<file path="src/d2d_link_pkg.sv">
/* Shared widths, types and the LPIF flit layout for the four-channel link.
   Channel count and slice layout are fixed; the last lane carries 132 flit bits. */

package d2d_link_pkg;

  ////////////////////////////////////////////////////////////
  // Link geometry

  localparam int NUM_LANES = 4;
  localparam int LANE_W    = 160;
  localparam int FLIT_W    = 537;
  localparam int DATA_W    = 512;

  // Flit bits carried per lane
  localparam int SLICE_W   = 135;

  // Strobe and marker positions in a lane word
  localparam int STB_BIT   = 135;
  localparam int MRK_BIT   = 136;
  localparam int MRK_W     = 2;

  // Persistent marker pattern
  localparam logic [MRK_W-1:0] MRK_VAL = 2'b11;

  localparam int DELAY_W   = 16;
  localparam int ERR_W     = 16;

  ////////////////////////////////////////////////////////////
  // Vector types

  typedef logic [LANE_W-1:0]  lane_word_t;
  typedef logic [SLICE_W-1:0] slice_t;
  typedef logic [FLIT_W-1:0]  flit_t;
  typedef logic [DELAY_W-1:0] delay_t;
  typedef logic [ERR_W-1:0]   err_cnt_t;

  ////////////////////////////////////////////////////////////
  // One LPIF transfer, MSB first

  typedef struct packed {
    logic [3:0]        state;
    logic [1:0]        protid;
    logic [DATA_W-1:0] data;
    logic              dvalid;
    logic [15:0]       crc;
    logic              crc_valid;
    logic              valid;
  } lpif_flit_s;

  // Online delay FSM, one per direction
  typedef enum logic [1:0] {
    SYNC_OFF  = 2'd0,
    SYNC_WAIT = 2'd1,
    SYNC_ON   = 2'd2
  } sync_state_e;

endpackage

</file>
<file path="src/flit_destripe.sv">
/* Qualifiers are cleared unless online and all four lanes are aligned.
   The misalignment counter saturates and is only cleared by reset. */

`timescale 1ns/10ps

module flit_destripe (
  input  logic                                  clk_wr,
  input  logic                                  rst_n,
  input  logic                                  rx_online,
  input  d2d_link_pkg::slice_t                  rx_slice [d2d_link_pkg::NUM_LANES],
  input  logic [d2d_link_pkg::NUM_LANES-1:0]    strobe_ok,
  output d2d_link_pkg::lpif_flit_s              dstrm,
  output d2d_link_pkg::err_cnt_t                err_cnt
);

  // Four slices back to back, top pad bits dropped below
  logic [d2d_link_pkg::NUM_LANES*d2d_link_pkg::SLICE_W-1:0] lanes_cat;

  d2d_link_pkg::flit_t      flit_rx;
  d2d_link_pkg::lpif_flit_s flit_nxt;
  logic                     aligned;

  for (genvar l = 0; l < d2d_link_pkg::NUM_LANES; l++) begin : g_cat
    assign lanes_cat[l*d2d_link_pkg::SLICE_W +: d2d_link_pkg::SLICE_W] = rx_slice[l];
  end

  assign flit_rx = lanes_cat[d2d_link_pkg::FLIT_W-1:0];
  assign aligned = rx_online && (&strobe_ok);

  ////////////////////////////////////////////////////////////
  // Delivery gating

  always_comb begin
    flit_nxt = flit_rx;
    if (!aligned) begin
      flit_nxt.valid     = 1'b0;
      flit_nxt.dvalid    = 1'b0;
      flit_nxt.crc_valid = 1'b0;
    end
  end

  always_ff @(posedge clk_wr or negedge rst_n) begin
    if (!rst_n) begin
      dstrm <= '0;
    end else begin
      dstrm <= flit_nxt;
    end
  end

  ////////////////////////////////////////////////////////////
  // Misalignment counter

  always_ff @(posedge clk_wr or negedge rst_n) begin
    if (!rst_n) begin
      err_cnt <= '0;
    end else if (rx_online && !(&strobe_ok) && (err_cnt != '1)) begin
      err_cnt <= err_cnt + 1'b1;
    end
  end

endmodule

</file>
<file path="config.mk">
export PLATFORM = sky130hd
export DESIGN_NAME = flit_destripe
export DESIGN_NICKNAME = d
export VERILOG_FILES = /design/src/d2d_link_pkg.sv /design/src/flit_destripe.sv
export SDC_FILE = /design/constraint.sdc
export NUM_CORES = 1
export LEC_CHECK = 0
export BUFFER_PORTS_ARGS = -buffer_cell sky130_fd_sc_hd__buf_2
export CAP_MARGIN = 15
export CORE_AREA = 10 10 425 427
export CTS_CLUSTER_SIZE = 10
export DETAILED_ROUTE_END_ITERATION = 10
export DIE_AREA = 0 0 435 437
export GPL_TIMING_DRIVEN = 0
export PLACE_DENSITY_LB_ADDON = 0.25
export SLEW_MARGIN = 20
export SYNTH_ARGS = -nofsm -noshare
export SYNTH_HDL_FRONTEND = slang
export SYNTH_SLANG_ARGS = --single-unit
</file>
<file path="constraint.sdc">
create_clock -name clk_wr -period 1.9 [get_ports clk_wr]
set_input_delay 0.475 -clock clk_wr [delete_from_list [all_inputs] [get_ports clk_wr]]
set_output_delay 0.475 -clock clk_wr [all_outputs]
set_load 0.02 [all_outputs]
</file>
* Word level (Yosys, flattened, before mapping)
Cells that the tools add are included.
Word-level totals: word-level logic and storage cells 17, input port bits 547, register bits after elaboration 553, output and inout port bits 553
Operators by class: multiplexer cells 2, reductions and logical operators 5, add/sub/neg operators 1, equality and inequality tests 1
Operators with widths (count):
- 16-bit by 1-bit adder with 16-bit output, second input constant | 1
- 16-bit inequality test, second input constant | 1
- 4-bit AND reduction | 1
- 1-bit logical AND | 3
- 2-bit two-way mux | 1
- 1-bit logical NOT | 1
- 1-bit two-way mux | 1

* Logic depth before layout (Yosys ltp)
depth in word-level cells 4, gate-level depth with buffers 6, depth with buffers taken out 5

* Worst setup path after synthesis
OpenSTA, ideal clock, no wires.
kind reg-to-reg, start reg err_cnt[0], end reg err_cnt[15], arrival time 1624 ps, library setup time 80 ps, cell stages (with the launch flop) 7, required time 1820 ps, clock period less this slack 1703 ps, setup slack 197 ps, path buffers 1, cell sequence dfrtp_1 > ha_1 > and4_4 > and4bb_4 > buf_6 > nor4_4 > xor2_1
On the way: longest elaborated chain between the ends 2, elaborated cells between the ends (all ways) 3, those cells by class 1 x add/sub; 1 x eq/ne; 1 x reduce/logical
Ends and longest elaborated chain:
- from (decl) | line flit_destripe.sv:13 | output d2d_link_pkg::err_cnt_t err_cnt
- from (signal assigned) | line flit_destripe.sv:57 | err_cnt <= err_cnt + 1'b1;
- branches (longest 2 deep; another with 16-bit by 1-bit adder with 16-bit output)
Parallel ways; which one is timed is not known. A chain may end at the register's enable or synchronous reset.

* Worst setup path after layout
start reg err_cnt[11], end out err_cnt[11]
No word-level cell between the ends.

==> flow_metrics.env <==
export IMPL_drive_gt1_frac=0.5217
export IMPL_worst_slew_pin_slew_ns=0.5217
export IMPL_slowest_stage="dfrtp_1"
export IMPL_worstSkewPairLatency_ns=0.68
export IMPL_wl_per_cell_um=29.57
export IMPL_place_gp_congestion=0.8772
export IMPL_final_cells=4804
export IMPL_crit_chain="clkbuf_4"
export IMPL_placed_area_mm2=0.02286
export IMPL_finalNetCount=2886
export IMPL_grt_overflow_total=0
export IMPL_crit_fanout=5
export IMPL_rows=152
export IMPL_dp_hpwl_um=123300
export IMPL_finalSetupViolCount=0
export IMPL_required_ns=1.42
export IMPL_ir_worst_vdd_uv=543.0
export IMPL_power_density_mw_per_mm2=1046
export IMPL_cap_viol_max_count=0
export IMPL_synth_edff_count=0
export IMPL_min_period_over_period=0.9528
export IMPL_slew_violations=0
export IMPL_crit_type="register to output port"
export IMPL_max_stage_delay_ns=0.43
export IMPL_viasPerCell=2.791
export IMPL_hold_class="input pin to register"
export IMPL_setup_ws_ns=0.08959
export IMPL_crit_buf_inv=1
export IMPL_die_x_um=435
export IMPL_io_pins=1100
export IMPL_start_util=0.08350
export IMPL_syn_area_mm2=0.01431
export IMPL_cts_buffers=80
export IMPL_ys_seq_area_frac=0.9672
export IMPL_ys_ff_latch=553
export IMPL_synth_async_sr_flop_share=1.000
export IMPL_end_kind="output port"
export IMPL_drt_initial_drc_count=532
export IMPL_power_total_mw=32.63
export IMPL_die_y_um=437
export IMPL_pre_cts_slack_ns=-0.7133
export IMPL_drc_errors=0
export IMPL_slew_headroom=0.6522
export IMPL_status="finished clean"
export IMPL_final_cell_area_mm2=0.03120
export IMPL_synth_nets=1160
export IMPL_final_common_cell="buf_2"
export IMPL_clock_path_buffers=3
export IMPL_hold_violations=0
export IMPL_holdWs_ns=0.1017
export IMPL_start_kind="register"
export IMPL_tns_ns=0
export IMPL_grt_max_degree=98
export IMPL_antenna_left=0
export IMPL_yosysWarningCount=0
export IMPL_max_freq_ghz=0.5524
export IMPL_antenna_found_initial=218
export IMPL_final_core_util=0.1821
export IMPL_place_inst=4024
export IMPL_layout_common_cells="1088 x buf_2, 550 x dfrtp_1, 535 x dlygate4sd3_1"
export IMPL_yosysUniqueCellTypes=21
export IMPL_cts_sinks=553
export IMPL_wl_um=142100
export IMPL_cts_tree="done"
export IMPL_cp_data_arrival_time_ns=1.34
export IMPL_grt_pass1_wl_um=176400
export IMPL_num_vias=13410
export IMPL_rsz0062_at_grt="no"
export IMPL_synthCells=612
export IMPL_grt_util_all_layers=0.1443
export IMPL_h_tree_depth=3
export IMPL_avgSynthCellArea_um2=23.38
export IMPL_path_delay_family="flip-flops"
export IMPL_synth_flop_cell="dfrtp_1"
export IMPL_first_pass_iters=4
export IMPL_cts_root_buf="clkbuf_16"
export IMPL_fin_crit_ns=1.810
export IMPL_syn2layout_area_growth_pct=118.1
export IMPL_port_buffers=1096
export IMPL_grt_pass1_vias=14320
export IMPL_skew_ns=0.02624
export IMPL_coreArea_mm2=0.1714
export IMPL_die_area_mm2=0.1901
export IMPL_clkTransAtPathRegs_ns=0.06
export IMPL_p_leak_nw=14.65
==> routing by layer <==
layer  GRT usage  routed length [um]  vias up
li1            -                   -     5586
met1      0.1617               53580     6629
met2      0.2428               68910      757
met3     0.07115               14680      288
met4     0.03775                4016      146
met5           0                 896        -
==> sequential cells by signal, indices dropped and copies added, names as in the netlist <==
signal / count
err_cnt: 16
dstrm: 537
==> final timing paths <==
check	endpoint	from	slack, ns	cells past startpoint
setup / recovery	err_cnt[11]	err_cnt[11]	0.09	1
hold / removal	dstrm[0]	rx_slice[405]	0.10	2
setup reg to reg	err_cnt[15]	err_cnt[10]	0.11	7
hold reg to reg	err_cnt[15]	err_cnt[15]	0.51	1
max in group asynchronous	dstrm[236]	rst_n	0.17	4
min in group asynchronous	dstrm[6]	rst_n	0.35	2
==> cell families after synthesis <==
family | Yosys count | share of synthesized area
DFF | 553 | 0.9672
and+or+nand+nor | 40 | 0.02108
xor gates and xnor gates | 14 | 0.008570
AOI/OAI and AO/OA | 2 | 0.0006996
buffers and inverters | 1 | 0.0007870
muxes | 1 | 0.0007870
adders and majority gates | 1 | 0.0008744
==> cells in the mapped netlist, types with 2 or more instances <==
cell | count | area (um^2)
and4_1 | 2 | 17.52
nor3_1 | 5 | 25.02
and3_1 | 5 | 31.28
dfrtp_1 | 553 | 13840
nor2_1 | 3 | 11.26
nand4_1 | 5 | 31.28
nand2_1 | 7 | 26.28
nor4_4 | 3 | 63.81
nor3b_1 | 2 | 15.01
xor2_1 | 14 | 122.6
nand3_1 | 2 | 10.01
o21ai_0 | 2 | 10.01
==> area by class of cell <==
class / instances / area, um^2
antenna: 100 / 250.2
clock inverter: 37 / 461.7
multi-input combinational: 58 / 466.7
buffer: 1 / 11.26
sequential: 553 / 13840
tap: 2310 / 2890
fill: 18890 / 140200
clock buffer: 101 / 2191
timing repair buffer: 1644 / 11090
==> power by group <==
part / internal, mW / total, mW / switching [mW]
combinational: 1.74 / 4.49 / 2.75
sequential: 12.5 / 12.7 / 0.283
clock: 9.24 / 15.4 / 6.16
==> what timing repair did <==
| action | in CTS | in global routing |
|---|---|---|
| resized for setup | 10 | 2 |
| pin swaps | 3 | 0 |
| hold endpoints to repair | 608 | 0 |
| hold buffers | 535 | 0 |
| endpoints found under the setup margin | 26 | 177 |
| cloned | 0 | 0 |
| buffers inserted | 7 | 0 |
No activity file was read; power rests on OpenSTA's default activity.
