**src/d2d_link_pkg.sv**
```systemverilog
/* Shared widths, types and the LPIF flit layout for the four-channel link.
   Channel count and slice layout are fixed; the last lane carries 132 flit bits. */

package d2d_link_pkg;

  ////////////////////////////////////////////////////////////
  // Link geometry

  localparam int NUM_LANES = 4;
  localparam int LANE_W    = 160;
  localparam int FLIT_W    = 537;
  localparam int DATA_W    = 512;

  // Flit bits carried per lane
  localparam int SLICE_W   = 135;

  // Strobe and marker positions in a lane word
  localparam int STB_BIT   = 135;
  localparam int MRK_BIT   = 136;
  localparam int MRK_W     = 2;

  // Persistent marker pattern
  localparam logic [MRK_W-1:0] MRK_VAL = 2'b11;

  localparam int DELAY_W   = 16;
  localparam int ERR_W     = 16;

  ////////////////////////////////////////////////////////////
  // Vector types

  typedef logic [LANE_W-1:0]  lane_word_t;
  typedef logic [SLICE_W-1:0] slice_t;
  typedef logic [FLIT_W-1:0]  flit_t;
  typedef logic [DELAY_W-1:0] delay_t;
  typedef logic [ERR_W-1:0]   err_cnt_t;

  ////////////////////////////////////////////////////////////
  // One LPIF transfer, MSB first

  typedef struct packed {
    logic [3:0]        state;
    logic [1:0]        protid;
    logic [DATA_W-1:0] data;
    logic              dvalid;
    logic [15:0]       crc;
    logic              crc_valid;
    logic              valid;
  } lpif_flit_s;

  // Online delay FSM, one per direction
  typedef enum logic [1:0] {
    SYNC_OFF  = 2'd0,
    SYNC_WAIT = 2'd1,
    SYNC_ON   = 2'd2
  } sync_state_e;

endpackage

```
**src/flit_stripe.sv**
```systemverilog
/* One flit is accepted every cycle; there is no back-pressure.
   Lane 0 takes the least significant bits, the last lane is zero padded. */

`timescale 1ns/10ps

module flit_stripe (
  input  logic                     clk_wr,
  input  logic                     rst_n,
  input  d2d_link_pkg::lpif_flit_s ustrm,
  output d2d_link_pkg::slice_t     tx_slice [d2d_link_pkg::NUM_LANES]
);

  localparam int PAD_W =
    d2d_link_pkg::NUM_LANES * d2d_link_pkg::SLICE_W - d2d_link_pkg::FLIT_W;

  d2d_link_pkg::flit_t flit_q;

  // Flit widened to a whole number of slices
  logic [d2d_link_pkg::NUM_LANES*d2d_link_pkg::SLICE_W-1:0] flit_pad;

  ////////////////////////////////////////////////////////////
  // Input register

  always_ff @(posedge clk_wr or negedge rst_n) begin
    if (!rst_n) begin
      flit_q <= '0;
    end else begin
      flit_q <= ustrm;
    end
  end

  assign flit_pad = {{PAD_W{1'b0}}, flit_q};

  ////////////////////////////////////////////////////////////
  // Slice split

  for (genvar l = 0; l < d2d_link_pkg::NUM_LANES; l++) begin : g_slice
    assign tx_slice[l] = flit_pad[l*d2d_link_pkg::SLICE_W +: d2d_link_pkg::SLICE_W];
  end

endmodule

```
**config.mk**
```make
export PLATFORM = sky130hd
export DESIGN_NAME = flit_stripe
export DESIGN_NICKNAME = d
export VERILOG_FILES = /design/src/d2d_link_pkg.sv /design/src/flit_stripe.sv
export SDC_FILE = /design/constraint.sdc
export NUM_CORES = 1
export LEC_CHECK = 0
export BUFFER_PORTS_ARGS = -buffer_cell sky130_fd_sc_hd__buf_4
export CAP_MARGIN = 20
export CORE_AREA = 10 10 417 419
export DETAILED_ROUTE_END_ITERATION = 6
export DIE_AREA = 0 0 427 429
export PLACE_DENSITY = 0.3
export SLEW_MARGIN = 20
export SYNTH_ARGS = -nofsm -noshare
export SYNTH_HDL_FRONTEND = slang
export SYNTH_SLANG_ARGS = --single-unit
```
**constraint.sdc**
```tcl
create_clock -name clk_wr -period 0.8 [get_ports clk_wr]
set_input_delay 0.04 -clock clk_wr [delete_from_list [all_inputs] [get_ports clk_wr]]
set_output_delay 0.04 -clock clk_wr [all_outputs]
set_load 0.02 [all_outputs]
```
==> flow_metrics.py, run 1 <==
metrics = {
    "synth": {
        "yosysUniqueCellTypes": 3,
        "synth_warnings": 0,
        "yosysTopAreaCell": "dfrtp_1",
        "async_reset_ff_share_pct": 100.0,
        "ys_top_cells_by_area": "dfrtp_1 (100%), buf_4 (0.17%), conb_1 (0.028%)",
        "synth-edff-count": 0,
        "ys.flop_type": "dfrtp_1",
        "synth_seq_cells": 537,
        "avgSynthCellArea_um2": 24.89,
        "yosys-top-cells-count": "dfrtp_1 (537), buf_4 (3), conb_1 (1)",
        "synth.most_common_cell": "dfrtp_1",
        "synth_area_um2": 13460,
        "ys_seq_area_share_pct": 99.80,
        "netlist_instances": 541,
        "yosysTopAreaCellShare_pct": 99.80,
    },
    "status": {
        "firstError": "[ERROR RSZ-0060] Max buffer count reached.",
        "stop_stage": "clock tree synthesis",
        "status": "did not finish",
    },
    "placement": {
        "io_buffers": 1075,
        "dp_hpwl_um": 103500,
        "place_congestion": 0.9897,
    },
    "cts": {
        "ctsHtreeMaxLevel": 3,
        "cts_made_buffers": 72,
        "clockBufferDepth": 3,
        "root_buffer": "clkbuf_16",
        "holdBufCountCts": 797,
        "clock-sinks": 537,
        "cts_setup_buffers": 0,
        "cts.repair.resized": 537,
    },
    "floorplanning": {
        "ios": 1079,
        "std_cell_rows": 150,
        "fp.dieH_um": 429,
        "start_util_pct": 8.115,
        "dieWidth_um": 427,
    },
}
cell families after synthesis:
family / after synthesis / synth area share (%)
buffers and inverters: 3 / 0.1673
other: 1 / 0.02785
flip-flops: 537 / 99.80
through the flow:
stage | util [%] | hold WS (ns) | area (µm²) | instances | setup WS [ns]
after detailed placement | 14.91 | 0.1320 | 24730 | 3855 | 0.1101
after floorplan | - | -0.2556 | 13470 | 543 | 0.3440
after global placement | 14.91 | 0.1273 | 24730 | 3855 | 0.1207
==> run 2: changes to the inputs <==
Settings changed: CORE_AREA 10 10 417 419 to 10 10 410 412, DIE_AREA 0 0 427 429 to 0 0 420 422, PLACE_DENSITY 0.3 to default, PLACE_DENSITY_LB_ADDON from default to 0.15.
==> run 2 against run 1 <==
The flow now finishes, with violations (setup timing). Synthesized cell count unchanged. Area after synthesis unchanged.
==> flow_metrics.py, run 2 <==
metrics = {
    "status": {
        "status": "complete, but fails checks",
        "violations": "setup timing",
    },
    "final_layout": {
        "final_cell_area_um2": 36580,
        "largest_reg_flops": 537,
        "fin_nets": 3013,
        "final_common_cell": "dlygate4sd3_1",
        "utilization_pct": 22.88,
        "fin_cells": 4644,
        "reg_top3": "flit_q: 537 flops",
        "final_cell_mix": "dlygate4sd3_1 (753), buf_4 (560), dfrtp_1 (537), buf_6 (537), clkbuf_16 (74)",
        "regMostFlops": "flit_q",
        "drive_above_1_share_pct": 48.38,
        "fillers": 16911,
        "area.growth.synth_to_final_pct": 171.7,
    },
    "power_and_ir_drop": {
        "p_switching_mw": 19.59,
        "vdd_ir_drop_max_mv": 1.557,
        "combPwrFrac_pct": 16.4,
        "power.density_nw_per_um2": 2058,
        "clkPwrFrac_pct": 44.7,
        "pwr-share-seq_pct": 39.0,
        "swShare_pct": 26.03,
        "p_int_mw": 55.67,
        "leakagePower_nw": 16.64,
    },
    "placement": {
        "dp_hpwl_um": 92030,
        "place_area_um2": 24490,
        "place_congestion": 0.9561,
        "io_buffers": 1075,
        "placedCellCount": 3733,
    },
    "setup_path": {
        "cp_top_family": "flip-flops",
        "worst-path-buf-inv": 1,
        "worstSetupPathType": "reg2out",
        "crit_chain": "buf_6",
        "crit_slowest_cell": "dfrtp_1",
        "cp.depth": 1,
        "worst_setup_path_end_kind": "primary output",
        "worstPathRequired_ns": 0.76,
        "arrival_ns": 1.23,
        "worst_setup_path_start_kind": "flip-flop",
        "cp_max_fo": 1,
        "cp_slowest_stage_delay_ns": 0.43,
    },
    "timing": {
        "slew_headroom_pct": 62.13,
        "layout_worst_path_cycle_share_pct": 159.1,
        "hold_viol": 0,
        "layout_setup_ws_ns": -0.4725,
        "rsz0062_at_grt": "yes",
        "worst_pin_slew_ns": 0.5681,
        "clock.fmax_ghz": 0.7858,
        "fin_crit_ns": 1.273,
        "finalSetupViolCount": 539,
        "tns_ns": -212.66,
        "slew_violations": 0,
    },
    "cts": {
        "ctsHtreeMaxLevel": 3,
        "clock-sinks": 537,
        "cts_made_buffers": 72,
        "root_buffer": "clkbuf_16",
        "cts_tree": "done",
        "cts.clk_slew.worst_paths_ns": 0.06,
        "cts_setup_buffers": 0,
        "clockBufferDepth": 3,
    },
    "synth": {
        "synth_area_um2": 13460,
        "avgSynthCellArea_um2": 24.89,
        "synth-edff-count": 0,
        "ys_seq_area_share_pct": 99.80,
        "yosys-top-cells-count": "dfrtp_1 (537), buf_4 (3), conb_1 (1)",
        "synth_seq_cells": 537,
        "synth_warnings": 0,
        "ys.flop_type": "dfrtp_1",
        "yosysTopAreaCellShare_pct": 99.80,
        "async_reset_ff_share_pct": 100.0,
        "ys_top_cells_by_area": "dfrtp_1 (100%), buf_4 (0.17%), conb_1 (0.028%)",
        "netlist_instances": 541,
        "synth.most_common_cell": "dfrtp_1",
        "yosysUniqueCellTypes": 3,
        "yosysTopAreaCell": "dfrtp_1",
    },
    "routing": {
        "drt_iter0_markers": 616,
        "wl_um": 111000,
        "drt-pass1-iter-count": 5,
        "antenna_left": 0,
        "drc": 0,
        "vias": 13157,
        "viasPerCell": 2.833,
        "routedWlPerCell_um": 23.91,
    },
    "global_routing": {
        "grt_overflow_total": 0,
        "grt_pass1_wl_um": 146200,
        "grt_usage_pct": 12.12,
        "grt_antenna_before_repair": 70,
        "grt_max_degree": 100,
        "grt_pass1_vias": 15465,
    },
    "floorplanning": {
        "start_util_pct": 8.424,
        "dieWidth_um": 420,
        "ios": 1079,
        "std_cell_rows": 147,
        "core_region_area_um2": 159800,
        "dieArea_um2": 177200,
        "fp.dieH_um": 422,
    },
    "hold_path": {
        "hp-class": "in2async",
    },
    "flow_run": {
        "cap_violations": 0,
    },
}
## run 2: cell counts after synthesis
No cell type changed its count.
## run 2: power by group through the flow
stage / sequential (mW) / combinational, mW / clock, mW
floorplan: 31.2 / 0.0234 / 0
global placement: 29.5 / 8.46 / 0
detailed placement: 29.5 / 8.43 / 0
CTS: 29.3 / 12.6 / 35.0
global route: 29.4 / 12.9 / 36.0
finish: 29.3 / 12.3 / 33.6
## run 2: cell type report
type                       instances  area [µm²]  share of cell area (%)
antenna                           28       70.07                  0.1916
clock buffer                     100        2079                   5.685
clock inverter                    30       384.1                   1.050
multi-input combinational          3       11.26                 0.03079
sequential                       537       13440                   36.74
tap                             2086        2610                   7.136
timing repair buffer            1860       17980                   49.17
## run 2: what timing repair did
action	CTS	global route
hold endpoints to repair	1074	12
setup endpoints to repair	537	537
resized for setup	537	0
hold buffers	751	2
## run 2: kinds of logic (layout without fill, tap and decap cells)
kind of cell / Yosys count / after routing / share of synthesized area, %
flip-flops: 537 / 537 / 99.80
other: 1 / 31 / 0.02785
buffers and inverters: 3 / 1990 / 0.1673
## run 2: worst max path at each step
stage,startpoint,endpoint,slack (ns)
after floorplan,flit_q[405],tx_slice[0],0.34
after global placement,rst_n,flit_q[71],0.13
after detailed placement,rst_n,flit_q[291],0.11
after CTS,flit_q[476],tx_slice[71],-0.55
after global routing,flit_q[476],tx_slice[71],-0.53
final,flit_q[435],tx_slice[30],-0.47
## run 2: routing by layer
metal	vias to the layer above	global-route usage, %	wire [µm]
li1	5611	-	-
met1	6692	13.39	41140
met2	661	22.17	58910
met3	159	3.994	8189
met4	34	2.859	2549
met5	-	0	221
## run 2: stage by stage
step	setup slack, ns	hold WS (ns)	power, mW
5_1_grt	-0.5329	-0.02000	78.38
4_1_cts	-0.5523	-0.04220	76.97
3_3_place_gp	0.1271	0.07009	37.97
6_report	-0.4725	0.01384	75.26
2_1_floorplan	0.3440	-0.2556	31.27
3_5_place_dp	0.1072	0.07347	37.93
## run 2: worst min-delay path: cells and delay by family
family	cells	cell delay, ns
buffers and inverters	3	0.93
(Power assumes the default switching activity.)
