[src/d2d_link_pkg.sv]
/* Shared widths, types and the LPIF flit layout for the four-channel link.
   Channel count and slice layout are fixed; the last lane carries 132 flit bits. */

package d2d_link_pkg;

  ////////////////////////////////////////////////////////////
  // Link geometry

  localparam int NUM_LANES = 4;
  localparam int LANE_W    = 160;
  localparam int FLIT_W    = 537;
  localparam int DATA_W    = 512;

  // Flit bits carried per lane
  localparam int SLICE_W   = 135;

  // Strobe and marker positions in a lane word
  localparam int STB_BIT   = 135;
  localparam int MRK_BIT   = 136;
  localparam int MRK_W     = 2;

  // Persistent marker pattern
  localparam logic [MRK_W-1:0] MRK_VAL = 2'b11;

  localparam int DELAY_W   = 16;
  localparam int ERR_W     = 16;

  ////////////////////////////////////////////////////////////
  // Vector types

  typedef logic [LANE_W-1:0]  lane_word_t;
  typedef logic [SLICE_W-1:0] slice_t;
  typedef logic [FLIT_W-1:0]  flit_t;
  typedef logic [DELAY_W-1:0] delay_t;
  typedef logic [ERR_W-1:0]   err_cnt_t;

  ////////////////////////////////////////////////////////////
  // One LPIF transfer, MSB first

  typedef struct packed {
    logic [3:0]        state;
    logic [1:0]        protid;
    logic [DATA_W-1:0] data;
    logic              dvalid;
    logic [15:0]       crc;
    logic              crc_valid;
    logic              valid;
  } lpif_flit_s;

  // Online delay FSM, one per direction
  typedef enum logic [1:0] {
    SYNC_OFF  = 2'd0,
    SYNC_WAIT = 2'd1,
    SYNC_ON   = 2'd2
  } sync_state_e;

endpackage

[src/phy_lane.sv]
/* Strobe and marker are always inserted; the word is all zero while offline.
   One register stage in each direction. */

`timescale 1ns/10ps

module phy_lane (
  input  logic                     clk_wr,
  input  logic                     rst_n,
  input  logic                     tx_online,
  input  d2d_link_pkg::slice_t     tx_slice,
  input  d2d_link_pkg::lane_word_t rx_phy,
  output d2d_link_pkg::lane_word_t tx_phy,
  output d2d_link_pkg::slice_t     rx_slice,
  output logic                     strobe_ok
);

  d2d_link_pkg::lane_word_t tx_word;
  d2d_link_pkg::lane_word_t rx_q;

  ////////////////////////////////////////////////////////////
  // Transmit word build

  always_comb begin
    tx_word = '0;
    tx_word[d2d_link_pkg::SLICE_W-1:0] = tx_slice;
    tx_word[d2d_link_pkg::STB_BIT]     = 1'b1;
    tx_word[d2d_link_pkg::MRK_BIT +: d2d_link_pkg::MRK_W] = d2d_link_pkg::MRK_VAL;
  end

  always_ff @(posedge clk_wr or negedge rst_n) begin
    if (!rst_n) begin
      tx_phy <= '0;
    end else if (tx_online) begin
      tx_phy <= tx_word;
    end else begin
      // Idle line while offline
      tx_phy <= '0;
    end
  end

  ////////////////////////////////////////////////////////////
  // Receive capture

  always_ff @(posedge clk_wr or negedge rst_n) begin
    if (!rst_n) begin
      rx_q <= '0;
    end else begin
      rx_q <= rx_phy;
    end
  end

  assign rx_slice = rx_q[d2d_link_pkg::SLICE_W-1:0];

  // Word is aligned when strobe and marker both match
  assign strobe_ok = rx_q[d2d_link_pkg::STB_BIT] &&
                     (rx_q[d2d_link_pkg::MRK_BIT +: d2d_link_pkg::MRK_W] ==
                      d2d_link_pkg::MRK_VAL);

endmodule

[config.mk]
export PLATFORM = sky130hd
export DESIGN_NAME = phy_lane
export DESIGN_NICKNAME = d
export VERILOG_FILES = /design/src/d2d_link_pkg.sv /design/src/phy_lane.sv
export SDC_FILE = /design/constraint.sdc
export NUM_CORES = 1
export LEC_CHECK = 0
export BUFFER_PORTS_ARGS = -buffer_cell sky130_fd_sc_hd__buf_2
export CAP_MARGIN = 5
export CORE_AREA = 2 2 230 232
export DETAILED_ROUTE_END_ITERATION = 8
export DIE_AREA = 0 0 232 234
export SLEW_MARGIN = 15
export SYNTH_ARGS = -nofsm -noshare
export SYNTH_HDL_FRONTEND = slang
export SYNTH_SLANG_ARGS = --single-unit
[constraint.sdc]
create_clock -name clk_wr -period 0.8 [get_ports clk_wr]
set_clock_uncertainty 0.05 [all_clocks]
set_input_delay 0.04 -clock clk_wr [delete_from_list [all_inputs] [get_ports clk_wr]]
set_output_delay 0.04 -clock clk_wr [all_outputs]
set_load 0.01 [all_outputs]
* Word-level counts from Yosys, hierarchy flattened
Cells that the tools add are included.
** Cells by class
- Eq/ne operators :: 1
- Reduce and logical (&&, ||, !) cells :: 1
- Multiplexer cells :: 1
** Operators by type and width (count)
- $mux W138 :: 1
- $eq A2 B2 Y1 const B :: 1
- $logic_and A1 B1 Y1 :: 1
** Word-level totals
- Logic and storage cells :: 5
- Bits of input ports :: 298
- Output and inout port bits :: 296
- Register bits after elaboration :: 276

* Longest topological paths before layout
- Word-level depth :: 2
- Mapped depth :: 3
- Mapped depth without buffers :: 1

* Worst setup path after synthesis
OpenSTA, ideal clock, no wires.
- Path kind :: reg2out
- From :: register tx_phy[136]
- To :: output tx_phy[136]
- Data required time :: 0.710 ns
- Data arrival time :: 0.553 ns
- Setup slack :: 0.157 ns
- Stages on the path, launching flop included :: 2
- Path buffers :: 1
- Cells stage by stage :: dfrtp_1 buf_4
** RTL lines
- start: declaration :: line phy_lane.sv:12 : output d2d_link_pkg::lane_word_t tx_phy,
- start signal: assignment :: line phy_lane.sv:34 : tx_phy <= tx_word;
No word-level cell between the ends.

* Worst setup path in the final report
- From :: register rx_q[135]
- To :: output strobe_ok
** Between the ends
- Cells in the longest elaborated chain, start to end :: 1
** Ends and longest elaborated chain
- start: declaration :: line phy_lane.sv:18 : d2d_link_pkg::lane_word_t rx_q;
- start signal: assignment :: line phy_lane.sv:48 : rx_q <= rx_phy;
- $logic_and A1 B1 Y1 :: line phy_lane.sv:55 : assign strobe_ok = rx_q[d2d_link_pkg::STB_BIT] &&
- end: declaration :: line phy_lane.sv:14 : output logic strobe_ok
Every way passes these cells.

==> key figures <==
Floorplanning
  • Die height: 234 um
  • Row cnt: 84
  • Width of the die: 232 um
  • Core area: 52,000 um2
  • Area of the die: 54,300 um2
  • IO Pins: 594
  • Initial core utilization: 17.3%

Place
  • Count of buffers from port buffering: 549
  • Post-Place Cell Area: 11,700 um2
  • Global placer's final weighted congestion: 0.817
  • Setup Slack @ Placement: -0.167 ns
  • Post-DP HPWL: 21,100 um

Setup path
  • Worst Setup Start Kind: register
  • Cell breakdown of the critical path: and3_1 > buf_2
  • Maximum fanout along the worst path: 1
  • Class of the most critical setup path: reg2out
  • Arrival time of data at the critical path endpoint: 1.20 ns
  • CP required: 0.71 ns
  • Worst stage delay on the critical path: 0.35 ns
  • Kind of end point of the critical path: primary output
  • Critical Path Slowest Stage Cell: sky130_fd_sc_hd__dfrtp_1

Global route
  • First-pass GRT wire length: 42,300 um
  • Number of global-route vias before repair: 7,333
  • Remaining global-route overflow: 0
  • Pin count of the biggest net entering global routing: 75
  • Initial antenna violation count: 5
  • Aggregate global-route resource usage: 10.3%

Final layout
  • Number of fill cells: 5,078
  • Post-layout nets: 1,614
  • Core Util, Final: 31.1%
  • Area occupied by multi-input gates: 933 um2
  • Sequential Area: 6860 um2
  • Fraction of final layout cells sized beyond drive strength 1: 46.9%
  • Area Growth Syn to Fin: 79.4%
  • Finished layout cell area: 16,200 um2

Power
  • Static leakage: 8.07 nW
  • Clock group share of total power: 43.0%
  • Post-route total power: 33.3 mW
  • Internal power: 25.7 mW
  • Part of the total power dissipated in sequential elements: 44.5%
  • Gate power share: 12.5%
  • P_sw: 7.60 mW
  • Switching part of the total power: 22.8%
  • Power Density: 2060 nW/um2
  • Largest vdd supply drop: 1.71 mV

Logic synthesis
  • Synthesized area: 9010 um2
  • Portion of the post-synthesis area used by sequential elements: 76.1%
  • Netlist cell types: 7
  • Synth Register Bits: 274
  • Synthesized area per cell: 15.4 um2
  • Post-synthesis cell count: 584
  • Yosys synthesis warning count: 0

Clocking
  • Max clock buf depth: 3
  • Post-CTS setup buffers: 0
  • Maximum level of the CTS H-tree: 1
  • Inserted Clock Buffers: 30
  • Clock root buffer: sky130_fd_sc_hd__clkbuf_16
  • Post-CTS clock slew at the launch and capture registers of the worst setup and hold paths: 0.06 ns
  • Clock sink total: 274
  • Clock tree from TritonCTS: done
  • CTS Hold Buffers Added: 275

Routing
  • Total via count in the routed design: 6,738
  • WL/cell: 15.0 um
  • Number of nets with antenna violations after routing: 0
  • Initial DRT Pass Iterations: 4
  • Routed WL: 30,300 um
  • Drc violations: 0
  • First-iteration detailed-routing DRC count: 120
  • Via-to-Cell Ratio: 3.33

STA
  • Post-route setup slack: -0.487 ns
  • Number of hold-slack violations in the final timing report: 96
  • RSZ-0062 raised after global routing: yes
  • Final hold slack: -0.212 ns
  • Final critical-path share of the clock period: 161%
  • Number of failing setup endpoints in the final timing report: 274
  • Min cycle time layout: 1.29 ns
  • Top achievable clock speed: 777 MHz
  • Total count of max-transition violations in the final report: 0

Run
  • Maxcap violations: 0

Outcome
  • Run status: complete, but fails checks
  • Violations in the final reports: hold timing, setup timing

Min path
  • Class of the worst hold path: in2reg
  • Terminating pin of the worst hold path: tx_phy[136]
  • Number of cells traversed by the worst hold path: 2
  • Start point of the worst hold path: tx_online
cells in the final DEF (no fill, tap or decap):
cell type	Yosys	layout
sky130_fd_sc_hd__bufinv_16	0	4
sky130_fd_sc_hd__buf_12	0	9
sky130_fd_sc_hd__clkinv_2	0	3
sky130_fd_sc_hd__and3_1	1	1
sky130_fd_sc_hd__buf_8	0	1
sky130_fd_sc_hd__buf_6	6	103
sky130_fd_sc_hd__inv_6	0	1
sky130_fd_sc_hd__clkbuf_16	0	31
sky130_fd_sc_hd__and2_1	135	135
sky130_fd_sc_hd__buf_2	8	444
sky130_fd_sc_hd__clkinv_4	0	4
sky130_fd_sc_hd__dlygate4sd3_1	0	274
sky130_fd_sc_hd__clkbuf_8	0	4
sky130_fd_sc_hd__clkbuf_1	0	4
sky130_fd_sc_hd__conb_1	1	22
sky130_fd_sc_hd__dfrtp_1	274	274
sky130_fd_sc_hd__clkinvlp_4	0	2
sky130_fd_sc_hd__buf_4	159	21
sky130_fd_sc_hd__diode_2	0	1
Yosys cell counts (all sizes together):
library cell | n | area (um2)
and3 | 1 | 6.26
and2 | 135 | 845
dfrtp | 274 | 6860
buf | 173 | 1300
conb | 1 | 3.75
layout make-up:
type | instances | share of cell area [%]
Multi-Input combinational cell | 158 | 5.77
Clock inverter | 14 | 1.20
Timing Repair Buffer | 852 | 40.1
Clock buffer | 39 | 5.23
Sequential cell | 274 | 42.4
Tap cell | 688 | 5.32
Antenna cell | 1 | 0.0155
logic make-up after synthesis:
kind of cell	synth area share, %
AND/OR/NAND/NOR	9.44
other	0.0416
flip-flops	76.1
buffers and inverters	14.4
layer usage:
layer / routed length, um / up-vias / global-route usage, % / part of all wire, %
met4: 765 / 4 / 3.17 / 2.5
met2: 15600 / 374 / 19.0 / 51
li1: - / 3048 / - / -
met5: 21 / - / 0 / 0.069
met3: 3160 / 48 / 3.79 / 10
met1: 10800 / 3264 / 10.9 / 36
worst max-delay path by stage:
| stage | start | to | slack, ns | cells past startpoint |
|---|---|---|---|---|
| 2_1_floorplan | tx_phy[136] | tx_phy[136] | 0.16 | 1 |
| 3_3_place_gp | tx_online | tx_phy[84] | -0.14 | 3 |
| 3_5_place_dp | tx_online | tx_phy[84] | -0.17 | 3 |
| 4_1_cts | rx_q[135] | strobe_ok | -0.54 | 2 |
| 5_1_grt | rx_q[135] | strobe_ok | -0.55 | 2 |
| 6_report | rx_q[135] | strobe_ok | -0.49 | 2 |
stage by stage:
| step | TNS (ns) | cells |
|---|---|---|
| final | -96.36 | 2026 |
| after global routing | -110.46 | 2026 |
| after CTS | -124.80 | 2026 |
| after detailed placement | -0.167 | 1698 |
| after global placement | -0.136 | 1698 |
| after floorplan | 0 | 605 |
critical path: cells and delay by family, from the launching register on:
family,cells,cell delay [ns]
buf+inv,1,0.13
simple gates,1,0.16
flops,1,0.35
power groups by stage:
stage	combinational, mW	sequential [mW]	clock (mW)
6_report	4.15	14.8	14.3
5_1_grt	4.51	14.9	15.5
4_1_cts	4.02	14.8	14.8
3_5_place_dp	2.80	15.0	0
3_3_place_gp	2.75	15.0	0
2_1_floorplan	1.14	15.2	0
flip-flops by register name, indices dropped and copies added (netlist names):
signal and flops:
rx_q 138, tx_phy 136
timing repair:
| item | 4_1_cts | 5_1_grt |
|---|---|---|
| hold endpoints to repair | 548 | 123 |
| endpoints found under the setup margin | 274 | 309 |
| gates resized for setup | 71 | 54 |
| pin swaps | 0 | 1 |
No activity file was read; power rests on OpenSTA's default activity.
