$ cat src/d2d_link_pkg.sv
/* Shared widths, types and the LPIF flit layout for the four-channel link.
   Channel count and slice layout are fixed; the last lane carries 132 flit bits. */

package d2d_link_pkg;

  ////////////////////////////////////////////////////////////
  // Link geometry

  localparam int NUM_LANES = 4;
  localparam int LANE_W    = 160;
  localparam int FLIT_W    = 537;
  localparam int DATA_W    = 512;

  // Flit bits carried per lane
  localparam int SLICE_W   = 135;

  // Strobe and marker positions in a lane word
  localparam int STB_BIT   = 135;
  localparam int MRK_BIT   = 136;
  localparam int MRK_W     = 2;

  // Persistent marker pattern
  localparam logic [MRK_W-1:0] MRK_VAL = 2'b11;

  localparam int DELAY_W   = 16;
  localparam int ERR_W     = 16;

  ////////////////////////////////////////////////////////////
  // Vector types

  typedef logic [LANE_W-1:0]  lane_word_t;
  typedef logic [SLICE_W-1:0] slice_t;
  typedef logic [FLIT_W-1:0]  flit_t;
  typedef logic [DELAY_W-1:0] delay_t;
  typedef logic [ERR_W-1:0]   err_cnt_t;

  ////////////////////////////////////////////////////////////
  // One LPIF transfer, MSB first

  typedef struct packed {
    logic [3:0]        state;
    logic [1:0]        protid;
    logic [DATA_W-1:0] data;
    logic              dvalid;
    logic [15:0]       crc;
    logic              crc_valid;
    logic              valid;
  } lpif_flit_s;

  // Online delay FSM, one per direction
  typedef enum logic [1:0] {
    SYNC_OFF  = 2'd0,
    SYNC_WAIT = 2'd1,
    SYNC_ON   = 2'd2
  } sync_state_e;

endpackage

$ cat src/link_auto_sync.sv
/* Delay value is sampled while waiting; zero and one both go online on the next edge.
   Dropping a request clears its delayed flag on the following edge. */

`timescale 1ns/10ps

module link_auto_sync (
  input  logic                 clk_wr,
  input  logic                 rst_n,
  input  logic                 tx_online,
  input  logic                 rx_online,
  input  d2d_link_pkg::delay_t delay_x_value,
  input  d2d_link_pkg::delay_t delay_y_value,
  output logic                 tx_online_delay,
  output logic                 rx_online_delay
);

  // Index 0 is transmit, index 1 is receive
  logic                 online_req [2];
  d2d_link_pkg::delay_t delay_lim  [2];
  logic                 online_dly [2];

  assign online_req[0] = tx_online;
  assign online_req[1] = rx_online;
  assign delay_lim[0]  = delay_x_value;
  assign delay_lim[1]  = delay_y_value;

  ////////////////////////////////////////////////////////////
  // Per-direction delay FSM

  for (genvar d = 0; d < 2; d++) begin : g_dir
    d2d_link_pkg::sync_state_e state_q;
    d2d_link_pkg::delay_t      cnt_q;

    always_ff @(posedge clk_wr or negedge rst_n) begin
      if (!rst_n) begin
        state_q <= d2d_link_pkg::SYNC_OFF;
        cnt_q   <= '0;
      end else if (!online_req[d]) begin
        state_q <= d2d_link_pkg::SYNC_OFF;
        cnt_q   <= '0;
      end else begin
        case (state_q)
          d2d_link_pkg::SYNC_OFF: begin
            // First edge with the request high counts as zero
            state_q <= d2d_link_pkg::SYNC_WAIT;
            cnt_q   <= d2d_link_pkg::delay_t'(1);
          end
          d2d_link_pkg::SYNC_WAIT: begin
            if (cnt_q >= delay_lim[d]) begin
              state_q <= d2d_link_pkg::SYNC_ON;
            end else begin
              cnt_q <= cnt_q + 1'b1;
            end
          end
          d2d_link_pkg::SYNC_ON: begin
            state_q <= d2d_link_pkg::SYNC_ON;
          end
          default: begin
            state_q <= d2d_link_pkg::SYNC_OFF;
            cnt_q   <= '0;
          end
        endcase
      end
    end

    assign online_dly[d] = (state_q == d2d_link_pkg::SYNC_ON);
  end

  assign tx_online_delay = online_dly[0];
  assign rx_online_delay = online_dly[1];

endmodule

$ cat config.mk
export PLATFORM = sky130hd
export DESIGN_NAME = link_auto_sync
export DESIGN_NICKNAME = d
export VERILOG_FILES = /design/src/d2d_link_pkg.sv /design/src/link_auto_sync.sv
export SDC_FILE = /design/constraint.sdc
export NUM_CORES = 1
export LEC_CHECK = 0
export BUFFER_PORTS_ARGS = -buffer_cell sky130_fd_sc_hd__buf_2
export CORE_MARGIN = 2
export CORE_UTILIZATION = 53
export DETAILED_ROUTE_END_ITERATION = 10
export MAX_ROUTING_LAYER = met4
export PLACE_DENSITY = 0.82
export SYNTH_ARGS = -nofsm -noshare
export SYNTH_HDL_FRONTEND = slang
export SYNTH_SLANG_ARGS = --single-unit
export TNS_END_PERCENT = 30
$ cat constraint.sdc
create_clock -name clk_wr -period 2.3 [get_ports clk_wr]
set_clock_uncertainty 0.2 [all_clocks]
set_input_delay 0 -clock clk_wr [delete_from_list [all_inputs] [get_ports clk_wr]]
set_output_delay 0 -clock clk_wr [all_outputs]
set_load 0.03 [all_outputs]
# ---- After elaboration in Yosys (flattened, before gate mapping)
# Cells that the tools add are included.
dict set report word_totals {
  ff_bits 36
  latch_bits 0
  ramBits 0
  mem_bits_ro 0
  input_bits 36
  out_inout_bits 2
  wordCells 34
  memories 0
}
dict set report classes {
  add_sub_neg 2
  n_mul 0
  n_div 0
  magnitude_cmp 2
  eq_ne 10
  shifts 0
  muxes 12
  n_bitwise 0
  n_reduce_logical 4
}
# cell count
set ops {}
lappend ops {{16-bit one-hot mux with 3 select lines} 2}
lappend ops {{16-bit 2-to-1 mux} 4}
lappend ops {{16-bit by 1-bit adder with 16-bit output, second input constant} 2}
lappend ops {{16-bit greater-or-equal comparator} 2}
lappend ops {{3-bit != test, second input constant} 4}
lappend ops {{2-bit one-hot mux with 3 select lines} 2}
lappend ops {{2-bit 2-to-1 mux} 4}
lappend ops {{2-bit by 1-bit == test with 1-bit output, second input constant} 2}
lappend ops {{2-bit == test, second input constant} 2}
lappend ops {{2-bit zero test} 2}
lappend ops {{2-bit != test, second input constant} 2}
lappend ops {{2-bit AND reduction} 2}

# ---- Logic depth before layout (Yosys ltp)
dict set report depth {
  word_depth 4
  ltp_mapped 9
}

# ---- Worst setup path before layout
# No wires, ideal clock.
dict set report synth_timing {
  path_type {register to register}
  startpoint {register g_dir[0].cnt_q[9]}
  endpoint {register g_dir[0].cnt_q[3]}
  setup_time_ns 0.127
  arrival_ns 2.194
  required_time_ns 1.973
  path_slack_ns -0.221
  stages_incl_launch_ff 9
  path_cell_list {dfrtp_1 > ha_1 > a21o_1 > a221o_1 > a2111oi_1 > a31oi_2 > buf_6 > o21ai_1 > o31ai_2}
}
dict set report synth_between {
  elab_chain_len 3
}
# item line
set synth_lines {}
lappend synth_lines {{start, declared} link_auto_sync.sv:32} ;# d2d_link_pkg::delay_t cnt_q;
lappend synth_lines {{start signal, assigned} link_auto_sync.sv:46} ;# cnt_q <= d2d_link_pkg::delay_t'(1);
lappend synth_lines {{start signal, assigned} link_auto_sync.sv:52} ;# cnt_q <= cnt_q + 1'b1;
lappend synth_lines {{16-bit greater-or-equal comparator} link_auto_sync.sv:49} ;# if (cnt_q >= delay_lim[d]) begin
lappend synth_lines {{3-bit != test (no source line)} --}
lappend synth_lines {{2-bit AND reduction (no source line)} --}
# Every way passes these cells.
# A chain may end at the register's enable or synchronous reset.

# ---- Worst setup path in the final report
dict set report layout_timing {
  startpoint {register g_dir[0].cnt_q[10]}
  endpoint {register g_dir[0].cnt_q[13]}
}
dict set report layout_between {
  elab_chain_len 4
}
# item line
set layout_lines {}
lappend layout_lines {{16-bit by 1-bit adder with 16-bit output} link_auto_sync.sv:52}
lappend layout_lines {{16-bit 2-to-1 mux} link_auto_sync.sv:49}
lappend layout_lines {{16-bit one-hot mux with 3 select lines} link_auto_sync.sv:42} ;# case (state_q)
lappend layout_lines {{16-bit 2-to-1 mux} link_auto_sync.sv:38} ;# end else if (!online_req[d]) begin
# Several ways; a longest one is shown, not always the timed one. The select of a mux whose other input is x is not followed.

==> metrics.csv <==
stage,metric,value,unit
outcome,status,finished with violations,
outcome,failing checks,negative setup slack,
floorplanning,core footprint,0.005540,sq mm
clocking,Clock Latency Late Sink,300,ps
cells_and_area,final core utilization,76.02,%
sta,final hold slack,147.2,ps
worst_setup_path,CP peak stage delay,410,ps
worst_setup_path,Crit path buffers/inverters,3,
global_route,largest net degree at the start of global routing,37,
worst_setup_path,RR Endpoint,g_dir[0].cnt_q[13],
yosys,Yosys Warn Count,0,
worst_setup_path,reg2reg start,g_dir[0].cnt_q[10],
pwr,Clock power frac,23.4,%
clocking,clock root buffer,clkbuf_8,
floorplanning,Rows,27,
pwr,Comb pwr share,42.4,%
cells_and_area,final-stage net count,535,
sta,Period minus WS final,2626,ps
pwr,P_leak,2.140,nW
floorplanning,Initial Utilization,54.99,%
worst_setup_path,CP max-delay cell,dfrtp_1,
pwr,Int Pwr,0.001299,W
global_route,gr usage total,30.03,%
routing,Routed Antenna Nets,0,
sta,max-slew violations,0,
place,number of cells after detailed placement,509,
yosys,post-synthesis compound-gate area fraction,21.93,%
yosys,Synth async-reset ratio,100.0,%
routing,DR vias,3271,
worst_setup_path,worst path required time,2270,ps
routing,Detailed Route WL,9.117,mm
worst_setup_path,CP Cell Sequence,"ha_1, and2_4, a221o_1, buf_6, a2111oi_4, a31oi_4, buf_6, buf_6, nand2_1, o211ai_1",
clocking,CTS max path bufs,2,
yosys,top_reg_cell synth,dfrtp_1,
yosys,register bit total from synthesis,36,
pwr,Seq pwr share,34.1,%
clocking,CTS tree,yes,
floorplanning,number of top-level pins,38,
place,PortBufs,37,
worst_setup_path,Worst EP arrival,2600,ps
yosys,Post-synth EDFFs,0,
global_route,total gr overflow,0,
sta,Final period util,114.2,%
cells_and_area,ant diodes,0,
sta,worst slew margin relative to its limit,42.73,%
cells_and_area,Non-Filler Instances,531,
routing,DRC,0,
sta,Least-Margin Pin Slew,859.0,ps
cells_and_area,fillcell total,388,
pwr,switching fraction of total power,38.72,%
global_route,first-pass GRT wire length,14.66,mm
worst_setup_path,"Top cell by count, worst path",buf_6,
flow_run,Max-Cap Viols,0,
yosys,Synth Net Count,437,
sta,fmax,380.7,MHz
yosys,register area share after synthesis,29.57,%
routing,vias per inst,6.160,
worst_setup_path,crit end category,flip-flop,
worst_setup_path,worst reg2reg setup slack,-330,ps
pwr,Peak VDD IR,0.4937,mV
cells_and_area,"commonest non-fill, non-tap cell in the layout",buf_4,
sta,setup ws final,-326.5,ps
cells_and_area,"commonest cells after routing, fill and taps aside","51 x buf_4, 40 x inv_1, 38 x nand2_1, 37 x buf_2, 36 x dfrtp_1",
pwr,NetSw,0.0008206,W
global_route,vias in the first global route,3299,
routing,Avg WL per Cell,17.17,um
clocking,TritonCTS buffer count,5,
clocking,Sink Count,36,
floorplanning,die height,79.82,um
clocking,H-tree Lvls,2,
worst_setup_path,crit path kind,flip-flop to flip-flop,
routing,Initial DRT Pass Iterations,5,
cells_and_area,layout cell share with drive strength beyond 1,34.20,%
floorplanning,Die Area,0.006371,sq mm
worst_setup_path,Crit Path Max Fanout,3,
clocking,register clock-pin slew on the reported worst setup and hold paths,80,ps
pwr,P per Cell Area,503.2,mW/mm^2
global_route,initial antenna violation count,0,
worst_setup_path,Top delay family on crit path,compound AO/OA/AOI/OAI gates,
sta,final setup vio count,35,
worst_setup_path,Worst setup SP type,flip-flop,
sta,Final Hold Viols,0,
worst_setup_path,Reg2Reg Depth,10,
cells_and_area,area delta synth->final,38.23,%
floorplanning,die width,79.82,um
yosys,XOR/XNOR Fraction of Synth Area,0.5749,%
yosys,"Distinct cells, synth",57,
yosys,Simple-Gate Fraction of Synth Area,23.53,%
sta,RSZ-0062 raised after global routing,true,
yosys,Adder-Cell Fraction of Synth Area,16.84,%
yosys,synthesized area,0.003047,sq mm
place,pre-CTS setup slack,-350.7,ps
place,RD Place Congestion,0.9711,
yosys,multiplexer share of the synthesized area,0.6982,%
yosys,syn_area_per_cell,8.463,sq um
yosys,largest family of logic cells by synthesized area,simple AND/OR/NAND/NOR gates,
hold_path,worst min-delay path category,input port to async pin,
routing,First DRT Iteration DRCs,308,
place,Final HPWL DP,5.957,mm
yosys,Gate Count Post-Synth,360,
[power groups by stage]
stage | registers, W | clock network [W] | logic [W]
floorplan | 0.000735 | 0 | 0.000463
global placement | 0.000728 | 0 | 0.000673
detailed placement | 0.000735 | 0 | 0.000709
CTS | 0.000721 | 0.000498 | 0.000827
global route | 0.000728 | 0.000526 | 0.000993
finish | 0.000724 | 0.000496 | 0.000900
[metrics by stage]
step	TNS, ps	total power [W]	area (sq um)
6_report	-5761	0.002119	4212
4_1_cts	-4487	0.002046	4074
2_1_floorplan	-2374	0.001197	3072
5_1_grt	-8196	0.002247	4212
3_3_place_gp	-5318	0.001401	3661
3_5_place_dp	-7966	0.001444	3661
[cell usage after synthesis (3+ instances only)]
cell type	number	share of area, %
inv_1	41	5.1
or4_1	4	0.99
nand2b_1	5	1.0
o21ai_0	15	2.5
and3_1	10	2.1
nor4_1	5	1.0
a21oi_1	7	1.1
nand4_1	13	2.7
o211ai_1	4	0.99
and2_1	5	1.0
clkbuf_1	6	0.74
nor3_1	9	1.5
dfrtp_1	36	30
a2111oi_0	3	0.86
nand2_1	40	4.9
o21ai_1	9	1.5
a31o_2	3	0.86
nor2_1	17	2.1
nand3_1	20	3.3
a211o_1	7	2.0
o311ai_0	3	0.86
o31ai_2	5	2.1
ha_1	41	17
and2_0	3	0.62
o21a_1	5	1.2
[cell families after synthesis]
group	count (synthesis)
AO/OA/AOI/OAI	88
adder cells (fa/ha/maj)	41
multiplexers	2
flip-flops	36
AND/OR/NAND/NOR	140
buffers and inverters	51
XOR/XNOR	2
[cell type report]
cell class | instances | area (sq um) | area share [%]
clock buffer | 6 | 82.58 | 1.961
clock inverter | 2 | 10.01 | 0.2377
inverter | 41 | 153.9 | 3.654
multi-input combinational | 274 | 2275 | 54.01
sequential | 36 | 900.9 | 21.39
tap | 72 | 90.09 | 2.139
timing repair buffer | 100 | 699.4 | 16.61
[routing by layer]
metal  track usage (%)  share of wire, %
met2             56.64                52
met1             31.38                38
met5                 -                 0
met4             11.02               3.5
met3             4.751               6.5
[how the worst max path moves through the flow]
| stage | cells after the start | startpoint | to | slack (ps) |
|---|---|---|---|---|
| finish | 10 | g_dir[0].cnt_q[10] | g_dir[0].cnt_q[13] | -330 |
| global route | 10 | g_dir[0].cnt_q[10] | g_dir[0].cnt_q[13] | -390 |
| CTS | 7 | g_dir[0].cnt_q[9] | g_dir[0].cnt_q[13] | -260 |
| detailed placement | 8 | g_dir[0].cnt_q[0] | g_dir[0].cnt_q[13] | -350 |
| global placement | 8 | g_dir[0].cnt_q[0] | g_dir[0].cnt_q[13] | -260 |
| floorplan | 7 | g_dir[0].cnt_q[11] | g_dir[0].cnt_q[13] | -160 |
[sequential cells by signal, summed over array words and instances, names as in the netlist]
signal         flops
g_dir.cnt_q       32
g_dir.state_q      4
[timing repair]
action | 4_1_cts | 5_1_grt
hold buffers | 3 | 0
buffers inserted | 8 | 2
cloned | 1 | 0
endpoints found under the hold margin | 42 | 0
pin swaps | 32 | 16
setup endpoints to repair | 36 | 36
resized for setup | 42 | 25
No activity file was read; power rests on OpenSTA's default activity.
